--- src/include/bomb_audio_config.svh ---
`ifndef BOMB_AUDIO_CONFIG_SVH
`define BOMB_AUDIO_CONFIG_SVH

// clocks per game second, scaled down for simulation
`define SEC_CYCLES 200

// beats per game second of the fast strobes
`define BEAT_FAST_DIV 2
`define BEAT_FASTER_DIV 4

// tick rate thresholds, seconds left
`define FAST_SEC 30
`define FASTER_SEC 20

// error buzz
`define ERR_HALF 5
`define ERR_TOGGLES 12

// boom on game clear
`define BOOM_HALF 7
`define BOOM_TOGGLES 16

// puzzle clear chirp
`define PZL_HALF 4
`define PZL_TOGGLES 8

// countdown tick
`define TICK_HALF 3
`define TICK_TOGGLES 6

`endif
--- src/source/bomb_audio_pkg.sv ---
package bomb_audio_pkg;

  // active sound, priority is not the code order
  // error > boom > puzzle > tick > idle
  typedef enum logic [2:0] {
    snd_idle   = 3'd0,
    snd_error  = 3'd1,
    snd_boom   = 3'd2,
    snd_puzzle = 3'd3,
    snd_tick   = 3'd4
  } sound_e;

  // one square-wave tone
  typedef struct packed {
    // clock cycles per audio half wave
    logic [7:0] half_period;
    // audio edges in the whole sound, always even
    logic [5:0] toggles;
  } tone_t;

  // mixed radix game clock m:ss
  typedef struct packed {
    logic [2:0] minutes;
    // 0..5
    logic [2:0] sec_ten;
    // 0..9
    logic [3:0] sec_one;
  } game_time_t;

endpackage

--- src/source/bomb_audio_top.sv ---
`timescale 1ns/1ps

module bomb_audio_top (
  input  logic                       clk,
  input  logic                       nrst,
  input  logic                       load,
  input  logic                       error,
  input  logic                       puzzle_clear,
  input  logic                       game_clear,
  input  bomb_audio_pkg::game_time_t start_time,
  output logic                       audio,
  output logic                       expired,
  output bomb_audio_pkg::sound_e     cur_sound,
  output bomb_audio_pkg::game_time_t time_left
);

  // timer to sound picker
  logic beat;
  logic beat_fast;
  logic beat_faster;

  // sound picker to tone generator and back
  logic tone_start;
  logic tone_done;
  bomb_audio_pkg::tone_t tone;

  countdown_timer u_timer (
    .clk         (clk),
    .nrst        (nrst),
    .load        (load),
    .start_time  (start_time),
    .time_left   (time_left),
    .beat        (beat),
    .beat_fast   (beat_fast),
    .beat_faster (beat_faster),
    .expired     (expired)
  );

  audio_sm u_sm (
    .clk          (clk),
    .nrst         (nrst),
    .error        (error),
    .puzzle_clear (puzzle_clear),
    .game_clear   (game_clear),
    .beat         (beat),
    .beat_fast    (beat_fast),
    .beat_faster  (beat_faster),
    .time_left    (time_left),
    .tone_done    (tone_done),
    .cur_sound    (cur_sound),
    .tone_start   (tone_start),
    .tone         (tone)
  );

  tone_gen u_tone (
    .clk        (clk),
    .nrst       (nrst),
    .tone_start (tone_start),
    .tone       (tone),
    .audio      (audio),
    .tone_done  (tone_done)
  );

endmodule

--- src/source/tone_gen.sv ---
`timescale 1ns/1ps

module tone_gen (
  input  logic                  clk,
  input  logic                  nrst,
  input  logic                  tone_start,
  input  bomb_audio_pkg::tone_t tone,
  output logic                  audio,
  output logic                  tone_done
);

  bomb_audio_pkg::tone_t tone_q;
  logic busy;
  logic [7:0] hp_cnt;
  logic [5:0] edge_cnt;
  logic [5:0] edge_nxt;
  logic hp_wrap;

  assign hp_wrap = (hp_cnt == tone_q.half_period - 8'd1);
  assign edge_nxt = edge_cnt + 6'd1;

  // descriptor held for the whole sound
  always_ff @(posedge clk) begin
    if (tone_start) begin
      tone_q <= tone;
    end
  end

  always_ff @(posedge clk, negedge nrst) begin
    if (!nrst) begin
      busy      <= 1'b0;
      audio     <= 1'b0;
      tone_done <= 1'b0;
      hp_cnt    <= '0;
      edge_cnt  <= '0;
    end else begin
      tone_done <= 1'b0;
      if (tone_start) begin
        // first rising edge right away, counts as edge one
        // also the restart path when preempted
        busy     <= 1'b1;
        audio    <= 1'b1;
        hp_cnt   <= '0;
        edge_cnt <= 6'd1;
      end else if (busy) begin
        if (hp_wrap) begin
          hp_cnt   <= '0;
          audio    <= ~audio;
          edge_cnt <= edge_nxt;
          if (edge_nxt == tone_q.toggles) begin
            // last edge, even count so audio is low here
            busy      <= 1'b0;
            audio     <= 1'b0;
            tone_done <= 1'b1;
          end
        end else begin
          hp_cnt <= hp_cnt + 8'd1;
        end
      end
    end
  end

endmodule

--- src/source/audio_sm.sv ---
`timescale 1ns/1ps

`include "bomb_audio_config.svh"

module audio_sm (
  input  logic                     clk,
  input  logic                     nrst,
  input  logic                     error,
  input  logic                     puzzle_clear,
  input  logic                     game_clear,
  input  logic                     beat,
  input  logic                     beat_fast,
  input  logic                     beat_faster,
  input  bomb_audio_pkg::game_time_t time_left,
  input  logic                     tone_done,
  output bomb_audio_pkg::sound_e   cur_sound,
  output logic                     tone_start,
  output bomb_audio_pkg::tone_t    tone
);

  logic [8:0] secs_left;
  logic tick_req;
  bomb_audio_pkg::sound_e req_sound;
  bomb_audio_pkg::sound_e base_sound;
  bomb_audio_pkg::sound_e nxt_sound;
  logic nxt_start;

  // higher number wins
  function automatic logic [2:0] rank(input bomb_audio_pkg::sound_e s);
    logic [2:0] r;
    case (s)
      bomb_audio_pkg::snd_error:  r = 3'd4;
      bomb_audio_pkg::snd_boom:   r = 3'd3;
      bomb_audio_pkg::snd_puzzle: r = 3'd2;
      bomb_audio_pkg::snd_tick:   r = 3'd1;
      default:                    r = 3'd0;
    endcase
    return r;
  endfunction

  // flat seconds for the rate thresholds
  assign secs_left = 9'(time_left.minutes) * 9'd60
                   + 9'(time_left.sec_ten) * 9'd10
                   + 9'(time_left.sec_one);

  // tick strobe picked strictly below each threshold
  always_comb begin
    if (secs_left < `FASTER_SEC) begin
      tick_req = beat_faster;
    end else if (secs_left < `FAST_SEC) begin
      tick_req = beat_fast;
    end else begin
      tick_req = beat;
    end
  end

  // strongest request this cycle
  always_comb begin
    if (error) begin
      req_sound = bomb_audio_pkg::snd_error;
    end else if (game_clear) begin
      req_sound = bomb_audio_pkg::snd_boom;
    end else if (puzzle_clear) begin
      req_sound = bomb_audio_pkg::snd_puzzle;
    end else if (tick_req) begin
      req_sound = bomb_audio_pkg::snd_tick;
    end else begin
      req_sound = bomb_audio_pkg::snd_idle;
    end
  end

  // a finishing sound no longer blocks anything
  // done of the old tone is stale when a new one was just started
  assign base_sound = (tone_done && !tone_start) ? bomb_audio_pkg::snd_idle : cur_sound;

  // preempt only on strictly higher rank
  // losing requests are dropped
  always_comb begin
    nxt_sound = base_sound;
    nxt_start = 1'b0;
    if (rank(req_sound) > rank(base_sound)) begin
      nxt_sound = req_sound;
      nxt_start = 1'b1;
    end
  end

  always_ff @(posedge clk, negedge nrst) begin
    if (!nrst) begin
      cur_sound  <= bomb_audio_pkg::snd_idle;
      tone_start <= 1'b0;
    end else begin
      cur_sound  <= nxt_sound;
      tone_start <= nxt_start;
    end
  end

  // descriptor follows the registered sound
  // valid in the tone_start cycle
  always_comb begin
    tone = '0;
    case (cur_sound)
      bomb_audio_pkg::snd_error: begin
        tone.half_period = 8'(`ERR_HALF);
        tone.toggles     = 6'(`ERR_TOGGLES);
      end
      bomb_audio_pkg::snd_boom: begin
        tone.half_period = 8'(`BOOM_HALF);
        tone.toggles     = 6'(`BOOM_TOGGLES);
      end
      bomb_audio_pkg::snd_puzzle: begin
        tone.half_period = 8'(`PZL_HALF);
        tone.toggles     = 6'(`PZL_TOGGLES);
      end
      bomb_audio_pkg::snd_tick: begin
        tone.half_period = 8'(`TICK_HALF);
        tone.toggles     = 6'(`TICK_TOGGLES);
      end
      default: begin
        tone = '0;
      end
    endcase
  end

endmodule

--- src/source/countdown_timer.sv ---
`timescale 1ns/1ps

`include "bomb_audio_config.svh"

module countdown_timer (
  input  logic                     clk,
  input  logic                     nrst,
  input  logic                     load,
  input  bomb_audio_pkg::game_time_t start_time,
  output bomb_audio_pkg::game_time_t time_left,
  output logic                     beat,
  output logic                     beat_fast,
  output logic                     beat_faster,
  output logic                     expired
);

  localparam int CNT_W = $clog2(`SEC_CYCLES);
  localparam int FAST_CYCLES = `SEC_CYCLES / `BEAT_FAST_DIV;
  localparam int FASTER_CYCLES = `SEC_CYCLES / `BEAT_FASTER_DIV;

  logic running;
  logic [CNT_W-1:0] sec_cnt;
  logic [CNT_W-1:0] fast_cnt;
  logic [CNT_W-1:0] faster_cnt;
  logic sec_wrap;
  logic fast_wrap;
  logic faster_wrap;
  logic last_sec;
  bomb_audio_pkg::game_time_t time_dec;

  // prescaler end points
  assign sec_wrap = (sec_cnt == CNT_W'(`SEC_CYCLES - 1));
  assign fast_wrap = (fast_cnt == CNT_W'(FAST_CYCLES - 1));
  assign faster_wrap = (faster_cnt == CNT_W'(FASTER_CYCLES - 1));

  // one second less, borrow ones -> tens -> minutes
  always_comb begin
    time_dec = time_left;
    if (time_left.sec_one != 4'd0) begin
      time_dec.sec_one = time_left.sec_one - 4'd1;
    end else begin
      time_dec.sec_one = 4'd9;
      if (time_left.sec_ten != 3'd0) begin
        time_dec.sec_ten = time_left.sec_ten - 3'd1;
      end else begin
        time_dec.sec_ten = 3'd5;
        time_dec.minutes = time_left.minutes - 3'd1;
      end
    end
  end

  // this decrement lands on 0:00
  assign last_sec = (time_dec == '0);

  always_ff @(posedge clk, negedge nrst) begin
    if (!nrst) begin
      time_left   <= '0;
      running     <= 1'b0;
      expired     <= 1'b0;
      sec_cnt     <= '0;
      fast_cnt    <= '0;
      faster_cnt  <= '0;
      beat        <= 1'b0;
      beat_fast   <= 1'b0;
      beat_faster <= 1'b0;
    end else begin
      // strobes are single cycle
      beat        <= 1'b0;
      beat_fast   <= 1'b0;
      beat_faster <= 1'b0;
      if (load) begin
        time_left  <= start_time;
        // loading 0:00 counts as already expired
        running    <= (start_time != '0);
        expired    <= (start_time == '0);
        sec_cnt    <= '0;
        fast_cnt   <= '0;
        faster_cnt <= '0;
      end else if (running) begin
        sec_cnt    <= sec_wrap ? '0 : sec_cnt + 1'b1;
        fast_cnt   <= fast_wrap ? '0 : fast_cnt + 1'b1;
        faster_cnt <= faster_wrap ? '0 : faster_cnt + 1'b1;
        // all beats share the last wrap, drop them when time runs out
        beat_fast   <= fast_wrap && !(sec_wrap && last_sec);
        beat_faster <= faster_wrap && !(sec_wrap && last_sec);
        if (sec_wrap) begin
          time_left <= time_dec;
          beat      <= !last_sec;
          if (last_sec) begin
            running <= 1'b0;
            expired <= 1'b1;
          end
        end
      end
    end
  end

endmodule

--- config.mk ---
export PLATFORM = sky130hd
export DESIGN_NAME = bomb_audio_top
export DESIGN_NICKNAME = d
export VERILOG_FILES = /design/src/source/bomb_audio_pkg.sv /design/src/source/bomb_audio_top.sv /design/src/source/tone_gen.sv /design/src/source/audio_sm.sv /design/src/source/countdown_timer.sv
export VERILOG_INCLUDE_DIRS = /design/src /design/src/include
export SDC_FILE = /design/constraint.sdc
export NUM_CORES = 1
export LEC_CHECK = 0
export ABC_AREA = 1
export BUFFER_PORTS_ARGS = -buffer_cell sky130_fd_sc_hd__buf_2
export CORE_MARGIN = 2
export CORE_UTILIZATION = 45
export DETAILED_ROUTE_END_ITERATION = 6
export PLACE_DENSITY = 0.62
export SYNTH_ARGS = -nofsm -noshare
export SYNTH_HDL_FRONTEND = slang
export SYNTH_SLANG_ARGS = --single-unit
--- constraint.sdc ---
create_clock -name clk -period 8.4 [get_ports clk]
set_input_delay 1.26 -clock clk [delete_from_list [all_inputs] [get_ports clk]]
set_output_delay 1.26 -clock clk [all_outputs]
set_load 0.02 [all_outputs]
==> results.cfg <==
[clock_network]
cts.htree.levels = 3
cts_buffer_depth = 2
cts_buffers = 9
cts_setup_buffers = 0
cts_tree = done
cts_resized = 0
path_clk_slew_ps = 80
cts.root.buffer_cell = clkbuf_8
hold_buffers = 0
cts.sinks = 67
clk_latency_ps = 340

[route]
wl_per_cell_um = 13.0
ant_nets = 0
drt_iter0_markers = 112
drt_wl_total_mm = 8.96
dr.pass1.iters = 4
vias = 3504
routed_via_density = 5.07
drc = 0

[global_route]
grt_max_degree = 61
grt_overflow = 0
grt_pass1_wl_mm = 15.6
antenna_found_initial = 0
grt_pass1_vias = 3435
track_usage_pct = 18.7

[power]
leakagePower_nw = 2.36
p_total_mw = 1.36
worst_ir_drop_vdd_v = 0.0000944
cellPowerDensity_nw_per_um2 = 280

[worst_setup_path]
endpoint_kind = flip-flop
crit_arrival_ps = 4760
ff2ff_setup_slack_ps = 3880
crit_fanout = 8
crit_required_ps = 8650
cp-startpoint = u_timer.time_left[7]
critPathLaunchType = flip-flop
reg2reg_depth = 19
r2r-end = u_sm.cur_sound[1]
path_class = reg2reg
timing.rr.start = u_timer.time_left[7]

[floorplanning]
ios = 31
initial_core_util_pct = 46.8
die_y_um = 102
die-width_um = 102
core_sq_um = 9330
die_area_sq_um = 10500
num_rows = 35

[sta]
worst_slew_pin_slew_ps = 778
finalWorstSetupSlack_ps = 3880
timing.fmax_mhz = 221
tns_ps = 0
hold_viol_final = 0
setup_viol = 0
max_slew_margin_pct = 48.1
fin_skew_ps = 16.3
maxSlewViolCount = 0
holdWs_ps = 532
period_minus_slack_ps = 4520
min_period_over_period_pct = 53.8
rsz0062_at_grt = false

[logic_synthesis]
ys_seq_elements = 67
yosysWarnings = 0
syn_area_sq_um = 4360
synth_seq_area_share_pct = 39.2
avgSynthCellArea_sq_um = 8.39
synth_nets = 576
synthArstFlopShare_pct = 89.6
synthDistinctLibCells = 50
ys.flop_type = dfrtp_1
synth_cells = 520
synth_edf_count = 7

[layout]
nets = 613
diodes = 0
seq_area_sq_um = 1710
drive_gt1_share_pct = 15.5
fin_cells = 691
layout-area-overhead-vs-synth_pct = 11.5
num-fill-cells = 871
multi_input_area_sq_um = 2310

[placement]
dp_slack_ps = 3880
place.gp.congestion = 0.865
io_buffers = 30
hpwl_mm = 6.72
place_inst = 675

[hold_path]
hold_depth = 2
worstHoldStart = u_tone.busy
worstHoldPathType = reg2reg
holdPathEnd = u_tone.tone_done

[run_status]
status = finished clean

[flow_run]
cap_violations = 0
==> report_power, final <==
part	switching, mW	internal [mW]
logic	0.380	0.234
clock network	0.133	0.145
registers	0.0709	0.399
==> flip-flops by register name, indices dropped and copies added, names as in the netlist <==
register and count:
u_timer.time_left 10, u_timer.fast_cnt 8, u_timer.faster_cnt 8, u_timer.sec_cnt 8
u_tone.hp_cnt 8, u_tone.tone_q 7, u_tone.edge_cnt 6, u_sm.cur_sound 3
u_sm.tone_start 1, u_timer.beat 1, u_timer.beat_fast 1, u_timer.beat_faster 1
u_timer.expired 1, u_timer.running 1, u_tone.audio 1, u_tone.busy 1
u_tone.tone_done 1
==> cell families after synthesis <==
| logic type | after synthesis | share of synthesized area (%) |
|---|---|---|
| xor+xnor | 30 | 6.02 |
| compound gates | 66 | 9.52 |
| fa+ha+maj | 40 | 12.5 |
| mux | 1 | 0.229 |
| flops | 67 | 39.2 |
| buf+inv | 87 | 7.71 |
| simple gates | 229 | 24.8 |
==> cells in the final DEF (no fill, tap or decap), types with 3 or more instances in the layout <==
cell type	netlist	routed
clkbuf_8	0	9
dfrtp_1	60	60
buf_2	2	30
a21oi_1	17	17
nor3_1	11	11
edfxtp_1	7	7
nor2_1	60	60
xnor2_1	7	7
inv_1	73	73
nand4_1	9	9
fa_1	6	6
inv_2	8	8
o21ai_2	3	3
ha_1	34	34
o22ai_1	7	7
a221oi_1	3	3
o21ai_1	4	4
xor2_1	23	23
o21ai_0	17	17
nand3_1	33	33
nand2_1	82	82
nor4_1	5	5
nand2_2	6	6
nor2_2	8	8
==> area by class of cell <==
type | count | area share (%)
repair buffers | 31 | 3.24
inverters | 82 | 6.33
clock inverters | 5 | 0.797
multi-input cells | 366 | 47.6
clock buffers | 11 | 3.57
well taps | 129 | 3.32
flip-flops and latches | 67 | 35.2
==> per-stage QoR <==
step | utilization (%) | cell area (sq um)
4_1_cts | 52.2 | 4870
2_1_floorplan | - | 4360
3_3_place_gp | 49.9 | 4650
3_5_place_dp | 49.9 | 4650
5_1_grt | 52.2 | 4870
6_report | 52.2 | 4870
==> cells in the mapped netlist, types with 4 or more instances <==
cell       n  area [sq um]
nand3_1   33           165
inv_2      8          30.0
dfrtp_1   60          1500
nor3_1    11          55.1
inv_1     73           274
nand4_1    9          56.3
xnor2_1    7          61.3
o22ai_1    7          43.8
a21oi_1   17          85.1
edfxtp_1   7           210
nor2_2     8          50.1
nand2_1   82           308
o21ai_0   17          85.1
xor2_1    23           201
ha_1      34           425
nand2_2    6          37.5
o21ai_1    4          20.0
nor2_1    60           225
nor4_1     5          31.3
fa_1       6           120
==> worst max path at each step <==
| stage | cells past startpoint | endpoint | slack [ps] |
|---|---|---|---|
| after floorplan | 19 | u_sm.cur_sound[1] | 4190 |
| after global placement | 19 | u_sm.cur_sound[1] | 4070 |
| after global routing | 19 | u_sm.cur_sound[1] | 3510 |
| after CTS | 19 | u_sm.cur_sound[1] | 3840 |
| after detailed placement | 19 | u_sm.cur_sound[1] | 3880 |
| final | 19 | u_sm.cur_sound[1] | 3880 |
==> routing by layer <==
| layer | vias to the layer above | track usage, % | part of all wire, % |
|---|---|---|---|
| li1 | 1781 | - | - |
| met1 | 1651 | 25.6 | 49 |
| met2 | 63 | 30.7 | 47 |
| met3 | 9 | 3.90 | 3.5 |
| met4 | 0 | 4.41 | 0.85 |
| met5 | - | 0 | 0 |
==> worst max-delay path, cell delays in order (launching register included) <==
cell and delay (ps):
dfrtp_1 520, fa_1 600, ha_1 260, fa_1 410, xnor2_1 150, ha_1 280
ha_1 350, a21oi_1 220, nand3_1 100, nand2_1 80, nand3_1 80, nor2_2 120
nand3_1 100, nand3_2 100, a21oi_2 50, ha_1 280, inv_1 40, o21ai_0 330
inv_1 150, o31ai_1 200
(Power assumes the default switching activity.)
